==> src/design/hk_params.svh <==
/* Fixed IDs and reset values of the housekeeping registers, included by the
   register file and by anything that models it */
`ifndef HK_PARAMS_SVH
`define HK_PARAMS_SVH

// ------------------------------
// Identification
// ------------------------------

// Manufacturer ID, 12 bits, split over registers 1 and 2
`define HK_MFGR_ID       12'h456
// Product ID, register 3
`define HK_PROD_ID       8'h10

// ------------------------------
// PLL reset values
// ------------------------------

// Near the slowest DCO rate; bit 12 must be clear for a clean startup
`define HK_PLL_TRIM_RST  26'h3FFEFFF
// Divide setting out of reset
`define HK_PLL_DIV_RST   5'd4
// Output select out of reset
`define HK_PLL_SEL_RST   3'd0
// DCO free-running from power-up
`define HK_DCO_ENA_RST   1'b1
// Start in bypass, PLL not in the clock path
`define HK_BYPASS_RST    1'b1

`endif

==> src/design/hk_pkg.sv <==
/* Shared types for the housekeeping SPI: slave phases, register map and the bundles
   passed between the slave, the register file and the pass-through steering */
`default_nettype none

package hk_pkg;

    // Slave protocol phases
    typedef enum logic [2:0] {
        COMMAND  = 3'b000,
        ADDRESS  = 3'b001,
        DATA     = 3'b010,
        USERPASS = 3'b100,
        MGMTPASS = 3'b101
    } hk_state_e;

    // ------------------------------
    // Register map
    // ------------------------------
    typedef enum logic [7:0] {
        REG_STATUS  = 8'h00,
        REG_MFGR_HI = 8'h01,
        REG_MFGR_LO = 8'h02,
        REG_PROD_ID = 8'h03,
        REG_MASK_3  = 8'h04,
        REG_MASK_2  = 8'h05,
        REG_MASK_1  = 8'h06,
        REG_MASK_0  = 8'h07,
        REG_DCO_ENA = 8'h08,
        REG_BYPASS  = 8'h09,
        REG_IRQ     = 8'h0A,
        REG_RESET   = 8'h0B,
        REG_TRAP    = 8'h0C,
        REG_TRIM_0  = 8'h0D,
        REG_TRIM_1  = 8'h0E,
        REG_TRIM_2  = 8'h0F,
        REG_TRIM_3  = 8'h10,
        REG_PLL_SEL = 8'h11,
        REG_PLL_DIV = 8'h12
    } hk_reg_addr_e;

    // Register access from the slave
    typedef struct packed {
        logic [7:0] addr;
        logic [7:0] wdata;
        logic       wrstb;
    } reg_bus_t;

    // PLL controls as seen by the clock block
    typedef struct packed {
        logic        dco_ena;
        logic        bypass;
        logic [25:0] trim;
        logic [2:0]  sel;
        logic [4:0]  div;
    } pll_cfg_t;

    // Pass-through mode flags from the command decoder
    typedef struct packed {
        logic mgmt;
        logic mgmt_delay;
        logic user;
        logic user_delay;
        logic force_reset;
    } pass_ctl_t;

    // Outgoing pins of one SPI flash
    typedef struct packed {
        logic csb;
        logic sck;
        logic sdi;
    } flash_port_t;

endpackage

`default_nettype wire

==> src/design/hk_spi_slave.sv <==
/* SPI slave protocol engine: command, address and data phases, write strobe,
   read shift-out and pass-through mode detection, clocked by SCK only */
`timescale 1ns/1ps
`default_nettype none

module hk_spi_slave import hk_pkg::*; (
    input  logic       RSTB,
    input  logic       SCK,
    input  logic       SDI,
    input  logic       CSB,
    input  logic [7:0] rdata,
    output reg_bus_t   bus,
    output pass_ctl_t  pass,
    output logic       loc_sdo,
    output logic       sdo_enb
);

    hk_state_e  state;
    logic [2:0] count;
    logic [2:0] fixed;
    logic       writemode;
    logic       readmode;
    logic [6:0] predata;
    logic [7:0] addr;
    logic [7:0] ldata;
    logic       wrstb;
    logic       pre_mgmt;
    logic       pre_user;
    logic       mgmt_on;
    logic       mgmt_delay;
    logic       user_on;
    logic       user_delay;
    logic       csb_reset;

    // Frame ends or chip reset both restart the protocol
    assign csb_reset = CSB | ~RSTB;

    // Write data is 7 shifted bits plus the live SDI bit
    assign bus = '{addr: addr, wdata: {predata, SDI}, wrstb: wrstb};

    assign loc_sdo = ldata[7];

    // Core reset requested as soon as the mgmt pass bit is seen
    assign pass = '{
        mgmt:        mgmt_on,
        mgmt_delay:  mgmt_delay,
        user:        user_on,
        user_delay:  user_delay,
        force_reset: mgmt_delay | pre_mgmt
    };

    // ------------------------------
    // Falling edge: strobe and SDO
    // ------------------------------
    always_ff @(negedge SCK or posedge csb_reset) begin
        if (csb_reset) begin
            wrstb   <= 1'b0;
            ldata   <= 8'h00;
            sdo_enb <= 1'b1;
        end else begin
            case (state)
                DATA: begin
                    sdo_enb <= ~readmode;
                    // Load at byte start, so a read/write returns the old value
                    if (readmode) begin
                        if (count == 3'd0) begin
                            ldata <= rdata;
                        end else begin
                            ldata <= {ldata[6:0], 1'b0};
                        end
                    end
                    // Strobe ahead of the 8th bit, register loads on its rising edge
                    wrstb <= writemode && (count == 3'd7);
                end
                MGMTPASS, USERPASS: begin
                    // Flash drives SDO through the top-level mux
                    wrstb   <= 1'b0;
                    sdo_enb <= 1'b0;
                end
                default: begin
                    wrstb   <= 1'b0;
                    sdo_enb <= 1'b1;
                end
            endcase
        end
    end

    // ------------------------------
    // Rising edge: phase tracking
    // ------------------------------
    always_ff @(posedge SCK or posedge csb_reset) begin
        if (csb_reset) begin
            state      <= COMMAND;
            count      <= 3'd0;
            fixed      <= 3'd0;
            writemode  <= 1'b0;
            readmode   <= 1'b0;
            predata    <= 7'h00;
            addr       <= 8'h00;
            pre_mgmt   <= 1'b0;
            pre_user   <= 1'b0;
            mgmt_on    <= 1'b0;
            mgmt_delay <= 1'b0;
            user_on    <= 1'b0;
            user_delay <= 1'b0;
        end else begin
            case (state)
                COMMAND: begin
                    count <= count + 3'd1;
                    case (count)
                        3'd0: writemode <= SDI;
                        3'd1: readmode  <= SDI;
                        // Fixed byte count, bits 5..3
                        3'd2, 3'd3, 3'd4: fixed <= {fixed[1:0], SDI};
                        3'd5: pre_mgmt <= SDI;
                        3'd6: begin
                            pre_user   <= SDI;
                            mgmt_delay <= pre_mgmt;
                        end
                        default: begin
                            user_delay <= pre_user;
                            if (pre_mgmt) begin
                                state    <= MGMTPASS;
                                pre_mgmt <= 1'b0;
                            end else if (pre_user) begin
                                state    <= USERPASS;
                                pre_user <= 1'b0;
                            end else begin
                                state <= ADDRESS;
                            end
                        end
                    endcase
                end
                ADDRESS: begin
                    count <= count + 3'd1;
                    addr  <= {addr[6:0], SDI};
                    if (count == 3'd7) begin
                        state <= DATA;
                    end
                end
                DATA: begin
                    count   <= count + 3'd1;
                    predata <= {predata[5:0], SDI};
                    if (count == 3'd7) begin
                        // Last byte of a fixed transfer, wait for a new command
                        if (fixed == 3'd1) begin
                            state <= COMMAND;
                        end else begin
                            if (fixed != 3'd0) begin
                                fixed <= fixed - 3'd1;
                            end
                            addr <= addr + 8'd1;
                        end
                    end
                end
                MGMTPASS: mgmt_on <= 1'b1;
                USERPASS: user_on <= 1'b1;
                default: state <= COMMAND;
            endcase
        end
    end

endmodule

`default_nettype wire

==> src/design/hk_regfile.sv <==
/* Housekeeping register map: control registers written on the slave strobe and a
   combinational read mux over the full address space */
`timescale 1ns/1ps
`default_nettype none
`include "hk_params.svh"

module hk_regfile import hk_pkg::*; (
    input  logic        SCK,
    input  logic        RSTB,
    input  reg_bus_t    bus,
    input  logic        trap,
    input  logic [31:0] mask_rev_in,
    input  logic        reset_out,
    output logic [7:0]  rdata,
    output pll_cfg_t    pll,
    output logic        irq,
    output logic        reset_reg
);

    localparam logic [11:0] MFGR_ID = `HK_MFGR_ID;
    localparam logic [7:0]  PROD_ID = `HK_PROD_ID;

    // ------------------------------
    // Writable registers
    // ------------------------------
    always_ff @(posedge SCK or negedge RSTB) begin
        if (!RSTB) begin
            pll.dco_ena <= `HK_DCO_ENA_RST;
            pll.bypass  <= `HK_BYPASS_RST;
            pll.trim    <= `HK_PLL_TRIM_RST;
            pll.sel     <= `HK_PLL_SEL_RST;
            pll.div     <= `HK_PLL_DIV_RST;
            irq         <= 1'b0;
            reset_reg   <= 1'b0;
        end else if (bus.wrstb) begin
            // IDs, mask rev and trap are read only
            case (bus.addr)
                REG_DCO_ENA: pll.dco_ena       <= bus.wdata[0];
                REG_BYPASS:  pll.bypass        <= bus.wdata[0];
                REG_IRQ:     irq               <= bus.wdata[0];
                REG_RESET:   reset_reg         <= bus.wdata[0];
                REG_TRIM_0:  pll.trim[7:0]     <= bus.wdata;
                REG_TRIM_1:  pll.trim[15:8]    <= bus.wdata;
                REG_TRIM_2:  pll.trim[23:16]   <= bus.wdata;
                REG_TRIM_3:  pll.trim[25:24]   <= bus.wdata[1:0];
                REG_PLL_SEL: pll.sel           <= bus.wdata[2:0];
                REG_PLL_DIV: pll.div           <= bus.wdata[4:0];
                default: ;
            endcase
        end
    end

    // ------------------------------
    // Read mux
    // ------------------------------
    always_comb begin
        case (bus.addr)
            REG_STATUS:  rdata = 8'h00;
            REG_MFGR_HI: rdata = {4'h0, MFGR_ID[11:8]};
            REG_MFGR_LO: rdata = MFGR_ID[7:0];
            REG_PROD_ID: rdata = PROD_ID;
            // Mask revision, most significant byte first
            REG_MASK_3:  rdata = mask_rev_in[31:24];
            REG_MASK_2:  rdata = mask_rev_in[23:16];
            REG_MASK_1:  rdata = mask_rev_in[15:8];
            REG_MASK_0:  rdata = mask_rev_in[7:0];
            REG_DCO_ENA: rdata = {7'h00, pll.dco_ena};
            REG_BYPASS:  rdata = {7'h00, pll.bypass};
            REG_IRQ:     rdata = {7'h00, irq};
            // Core reset as driven, pass-through request included
            REG_RESET:   rdata = {7'h00, reset_out};
            REG_TRAP:    rdata = {7'h00, trap};
            // Trim, low byte at the lower address
            REG_TRIM_0:  rdata = pll.trim[7:0];
            REG_TRIM_1:  rdata = pll.trim[15:8];
            REG_TRIM_2:  rdata = pll.trim[23:16];
            REG_TRIM_3:  rdata = {6'h00, pll.trim[25:24]};
            REG_PLL_SEL: rdata = {5'h00, pll.sel};
            REG_PLL_DIV: rdata = {3'h0, pll.div};
            default:     rdata = 8'h00;
        endcase
    end

endmodule

`default_nettype wire

==> src/design/hk_pass_thru.sv <==
/* Flash pass-through steering: routes SPI pins to the selected flash while the
   core is held in reset, and picks the SDO source */
`timescale 1ns/1ps
`default_nettype none

module hk_pass_thru import hk_pkg::*; (
    input  logic        SCK,
    input  logic        SDI,
    input  pass_ctl_t   pass,
    input  logic        reset_reg,
    input  logic        loc_sdo,
    input  logic        mgmt_sdo,
    input  logic        user_sdo,
    output logic        SDO,
    output logic        reset,
    output logic        pass_thru_reset,
    output flash_port_t mgmt_flash,
    output flash_port_t user_flash
);

    // Pins of one flash, idle unless the core is in reset
    function automatic flash_port_t steer(input logic core_rst, input logic mode,
                                          input logic sel_delay, input logic sck_in,
                                          input logic sdi_in);
        flash_port_t port;
        port.csb = core_rst ? ~sel_delay : 1'b1;
        port.sck = core_rst & mode & sck_in;
        port.sdi = core_rst & mode & sdi_in;
        return port;
    endfunction

    assign pass_thru_reset = pass.force_reset;
    assign reset           = pass.force_reset | reset_reg;

    assign mgmt_flash = steer(reset, pass.mgmt, pass.mgmt_delay, SCK, SDI);
    assign user_flash = steer(reset, pass.user, pass.user_delay, SCK, SDI);

    // Active flash owns SDO, otherwise the slave shift register
    assign SDO = pass.mgmt ? mgmt_sdo :
                 pass.user ? user_sdo : loc_sdo;

endmodule

`default_nettype wire

==> src/design/housekeeping_spi.sv <==
/* Housekeeping SPI top level: connects the SPI slave, the register file and the
   flash pass-through steering */
`timescale 1ns/1ps
`default_nettype none

module housekeeping_spi import hk_pkg::*; (
    input  logic        RSTB,
    input  logic        SCK,
    input  logic        SDI,
    input  logic        CSB,
    input  logic        trap,
    input  logic [31:0] mask_rev_in,
    input  logic        mgmt_sdo,
    input  logic        user_sdo,
    output logic        SDO,
    output logic        sdo_enb,
    output pll_cfg_t    pll,
    output logic        irq,
    output logic        reset,
    output flash_port_t mgmt_flash,
    output flash_port_t user_flash,
    output logic        pass_thru_reset
);

    reg_bus_t   bus;
    pass_ctl_t  pass;
    logic [7:0] rdata;
    logic       loc_sdo;
    logic       reset_reg;

    // Protocol engine
    hk_spi_slave u_slave (
        .RSTB    (RSTB),
        .SCK     (SCK),
        .SDI     (SDI),
        .CSB     (CSB),
        .rdata   (rdata),
        .bus     (bus),
        .pass    (pass),
        .loc_sdo (loc_sdo),
        .sdo_enb (sdo_enb)
    );

    // Register map, reads back the combined core reset
    hk_regfile u_regs (
        .SCK         (SCK),
        .RSTB        (RSTB),
        .bus         (bus),
        .trap        (trap),
        .mask_rev_in (mask_rev_in),
        .reset_out   (reset),
        .rdata       (rdata),
        .pll         (pll),
        .irq         (irq),
        .reset_reg   (reset_reg)
    );

    // Flash steering and SDO select
    hk_pass_thru u_pass (
        .SCK             (SCK),
        .SDI             (SDI),
        .pass            (pass),
        .reset_reg       (reset_reg),
        .loc_sdo         (loc_sdo),
        .mgmt_sdo        (mgmt_sdo),
        .user_sdo        (user_sdo),
        .SDO             (SDO),
        .reset           (reset),
        .pass_thru_reset (pass_thru_reset),
        .mgmt_flash      (mgmt_flash),
        .user_flash      (user_flash)
    );

endmodule

`default_nettype wire

==> config.mk <==
export PLATFORM = sky130hd
export DESIGN_NAME = housekeeping_spi
export DESIGN_NICKNAME = d
export VERILOG_FILES = /design/src/design/hk_pkg.sv /design/src/design/hk_spi_slave.sv /design/src/design/hk_regfile.sv /design/src/design/hk_pass_thru.sv /design/src/design/housekeeping_spi.sv
export VERILOG_INCLUDE_DIRS = /design/src /design/src/design
export SDC_FILE = /design/constraint.sdc
export NUM_CORES = 1
export LEC_CHECK = 0
export ABC_AREA = 1
export BUFFER_PORTS_ARGS = -buffer_cell sky130_fd_sc_hd__buf_4
export CAP_MARGIN = 20
export CORE_ASPECT_RATIO = 0.9
export CORE_UTILIZATION = 58
export CTS_CLUSTER_SIZE = 28
export DETAILED_ROUTE_END_ITERATION = 6
export PLACE_DENSITY = 0.92
export SYNTH_ARGS = -nofsm -noshare
export SYNTH_HDL_FRONTEND = slang
export SYNTH_SLANG_ARGS = --single-unit
==> constraint.sdc <==
create_clock -name SCK -period 5.11 [get_ports SCK]
set_input_delay 1.022 -clock SCK [delete_from_list [all_inputs] [get_ports SCK]]
set_output_delay 1.022 -clock SCK [all_outputs]
set_load 0.005 [all_outputs]
==> results_dict.tcl <==
set metrics [dict create \
    slew_violations 0 \
    reg2reg_from "u_slave.state[0]$_DFFE_PP0P_" \
    min-delay-start "u_slave.ldata[0]$_DFFE_NP0P_" \
    setup_slack_ns 0.345 \
    endpoint_kind "output port" \
    gp_congestion 0.949 \
    wl_per_cell_um 16.9 \
    htreeDepth 3 \
    root_buffer "clkbuf_8" \
    vias 4573 \
    largest_reg_flops 36 \
    syn_avg_cell_area_um2 7.83 \
    rr_worst_depth 7 \
    cts_max_path_buffers 2 \
    ant_nets 0 \
    ys_seq_elements 80 \
    cts_buffers 9 \
    p_leak_uw 0.00275 \
    post_cts.repair.setup_buffers 0 \
    synth_top_area_share_pct 22.7 \
    die-area_um2 8340 \
    fp.dieH_um 86.8 \
    top_register "u_regs.pll" \
    wirelength_um 13200 \
    fin_setup_tns_ns 0 \
    cts_resized 0 \
    grt_use_total_pct 33.8 \
    pin_count 86 \
    skew_ns 0.0363 \
    min_path_cells 2 \
    start_util_pct 60.8 \
    pre_cts_ws_ns 0.627 \
    synth_flop_cell "dfrtp_1" \
    r2r_setup_slack_ns 0.52 \
    grt_pass1_wl_um 21300 \
    grt_pass1_vias 4470 \
    yosysSeqAreaShare_pct 44.0 \
    yosysWarnings 0 \
    cts.clk_slew.worst_paths_ns 0.06 \
    met3_length_um 1380 \
    syn_to_final_growth_pct 19.7 \
    irDropWorstVdd_v 0.000562 \
    r2r-end "u_slave.ldata[5]$_DFFE_NP0P_" \
    drive_gt1_share_pct 27.2 \
    insertion_delay_ns 0.40 \
    ys_async_sr_fraction_pct 100 \
    hold_viol 0 \
    antenna_found_initial 0 \
    viasPerCell 5.86 \
    syn_inst 591 \
    top_layer_used "met4" \
    cp-start-kind "register" \
    top_regs "u_regs.pll x36, u_slave.addr x8, u_slave.ldata x8" \
    yosysMostFrequentCell "nand2_1" \
    worstHoldEndpoint "u_slave.ldata[0]$_DFFE_NP0P_" \
    yosysTopAreaCell "dfrtp_1" \
    critPathMaxFanout 2 \
    fin_nets 731 \
    synthTopCellsByArea "dfrtp_1 (23%), dfstp_2 (16%), nand2_1 (16%), dfrtn_1 (4.9%), nand3_1 (4.3%)" \
    synth_edf_count 0 \
    min_path_type "register to register" \
    critical_path_required_ns 4.09 \
    setup_viol 0 \
    core_um2 7620 \
    overflow 0 \
    antenna_cells 0 \
    dpl.hpwl_um 9660 \
    wl_met2_um 6240 \
    grt_max_degree 39 \
    die_w_um 96.2 \
    worstMarginPinSlew_ns 0.648 \
    netlist_area_um2 4630 \
    synth_fp_nets 643 \
    total_power_uw 2620 \
    pwr_density_cell_nw_per_um2 473 \
    drt_iter0_markers 497 \
    first_pass_iters 5 \
    ys_top_cells_by_count "nand2_1 (193), inv_1 (45), nor2_1 (44)" \
    cts_tree "built" \
    relSlewSlack_pct 56.8 \
    critPathKind "register to output port" \
    rsz0062_at_grt "false" \
    outcome "finished clean" \
    numPortBuffers 85 \
    drt-met1-wl_um 5260 \
    rows 30 \
    ys_types 45 \
    crit_arrival_ns 3.74 \
    remaining_drc_errors 0 \
    cts_hold_buf 0 \
    max_cap_violations 0 \
]
==> report_power, final <==
group | total, uW | switching [uW] | internal (uW)
registers | 940 | 145 | 795
logic | 1100 | 736 | 365
clock network | 581 | 289 | 292
total | 2620 | 1170 | 1450
==> how the worst max path moves through the flow <==
stage,start,end,slack (ns),depth (start not counted)
2_1_floorplan,RSTB,u_slave.ldata[0]$_DFFE_NP0P_,0.25,2
3_3_place_gp,mask_rev_in[14],u_slave.ldata[6]$_DFFE_NP0P_,0.72,9
3_5_place_dp,u_slave.state[2]$_DFFE_PP0P_,u_slave.ldata[5]$_DFFE_NP0P_,0.63,7
4_1_cts,u_slave.ldata[7]$_DFFE_NP0P_,SDO,0.33,3
5_1_grt,u_slave.ldata[7]$_DFFE_NP0P_,SDO,0.31,3
6_report,u_slave.ldata[7]$_DFFE_NP0P_,SDO,0.34,3
==> cells in the final DEF, fill, tap and decap left out, types with 2 or more instances in the layout <==
| cell type | n |
|---|---|
| o21ai_0 | 39 |
| o211ai_1 | 4 |
| nand4_1 | 6 |
| a21oi_2 | 3 |
| nor2_8 | 2 |
| inv_1 | 47 |
| nor2_4 | 6 |
| xor2_1 | 4 |
| dfrtp_1 | 42 |
| o21ai_1 | 19 |
| nand2_4 | 3 |
| dfstp_2 | 29 |
| a31oi_1 | 7 |
| a21oi_1 | 20 |
| nand3_1 | 40 |
| clkbuf_8 | 9 |
| or2_2 | 4 |
| dfrtn_1 | 9 |
| inv_2 | 6 |
| nor2_1 | 43 |
| o21ai_2 | 8 |
| o21bai_1 | 3 |
| nor2_2 | 7 |
| nand2_1 | 193 |
| nand2_2 | 6 |
| inv_6 | 3 |
| ha_1 | 13 |
| a32oi_1 | 2 |
| buf_4 | 90 |
==> cell type report <==
type                    count  area, um2
repair buffers             88        661
fillers                   543       2080
clock inverters             9       86.3
inverters                  52        198
clock buffers              12        164
well taps                  96        120
multi-input cells         443       2280
flip-flops and latches     80       2040
==> critical path: stages (launching register included) <==
cell     delay [ns]
dfrtn_1        0.46
nand2_1        0.08
a21oi_1        0.17
buf_4          0.13
==> through the flow <==
stage / utilization (%) / std cells / hold slack [ns] / area [um2]
after floorplan: - / 591 / 0.410 / 4630
after global routing: 72.7 / 780 / 0.455 / 5540
after detailed placement: 69.7 / 762 / 0.430 / 5310
after global placement: 69.7 / 762 / 0.424 / 5310
final: 72.7 / 780 / 0.434 / 5540
after CTS: 72.7 / 780 / 0.434 / 5540
==> layer usage <==
metal,up-vias,GRT usage (%)
met4,0,15.5
met2,297,53.7
met5,-,0
li1,2101,-
met3,36,6.84
met1,2139,44.3
==> logic make-up (layout without fill, tap and decap cells) <==
kind of cell    Yosys count  after routing  share of synthesized area (%)
compound gates          111            111                           14.1
xor+xnor                  4              4                          0.757
fa+ha+maj                13             13                           3.51
buf+inv                  68            161                           6.97
flops                    80             80                           44.0
simple gates            315            315                           30.7
(Power assumes the default switching activity.)
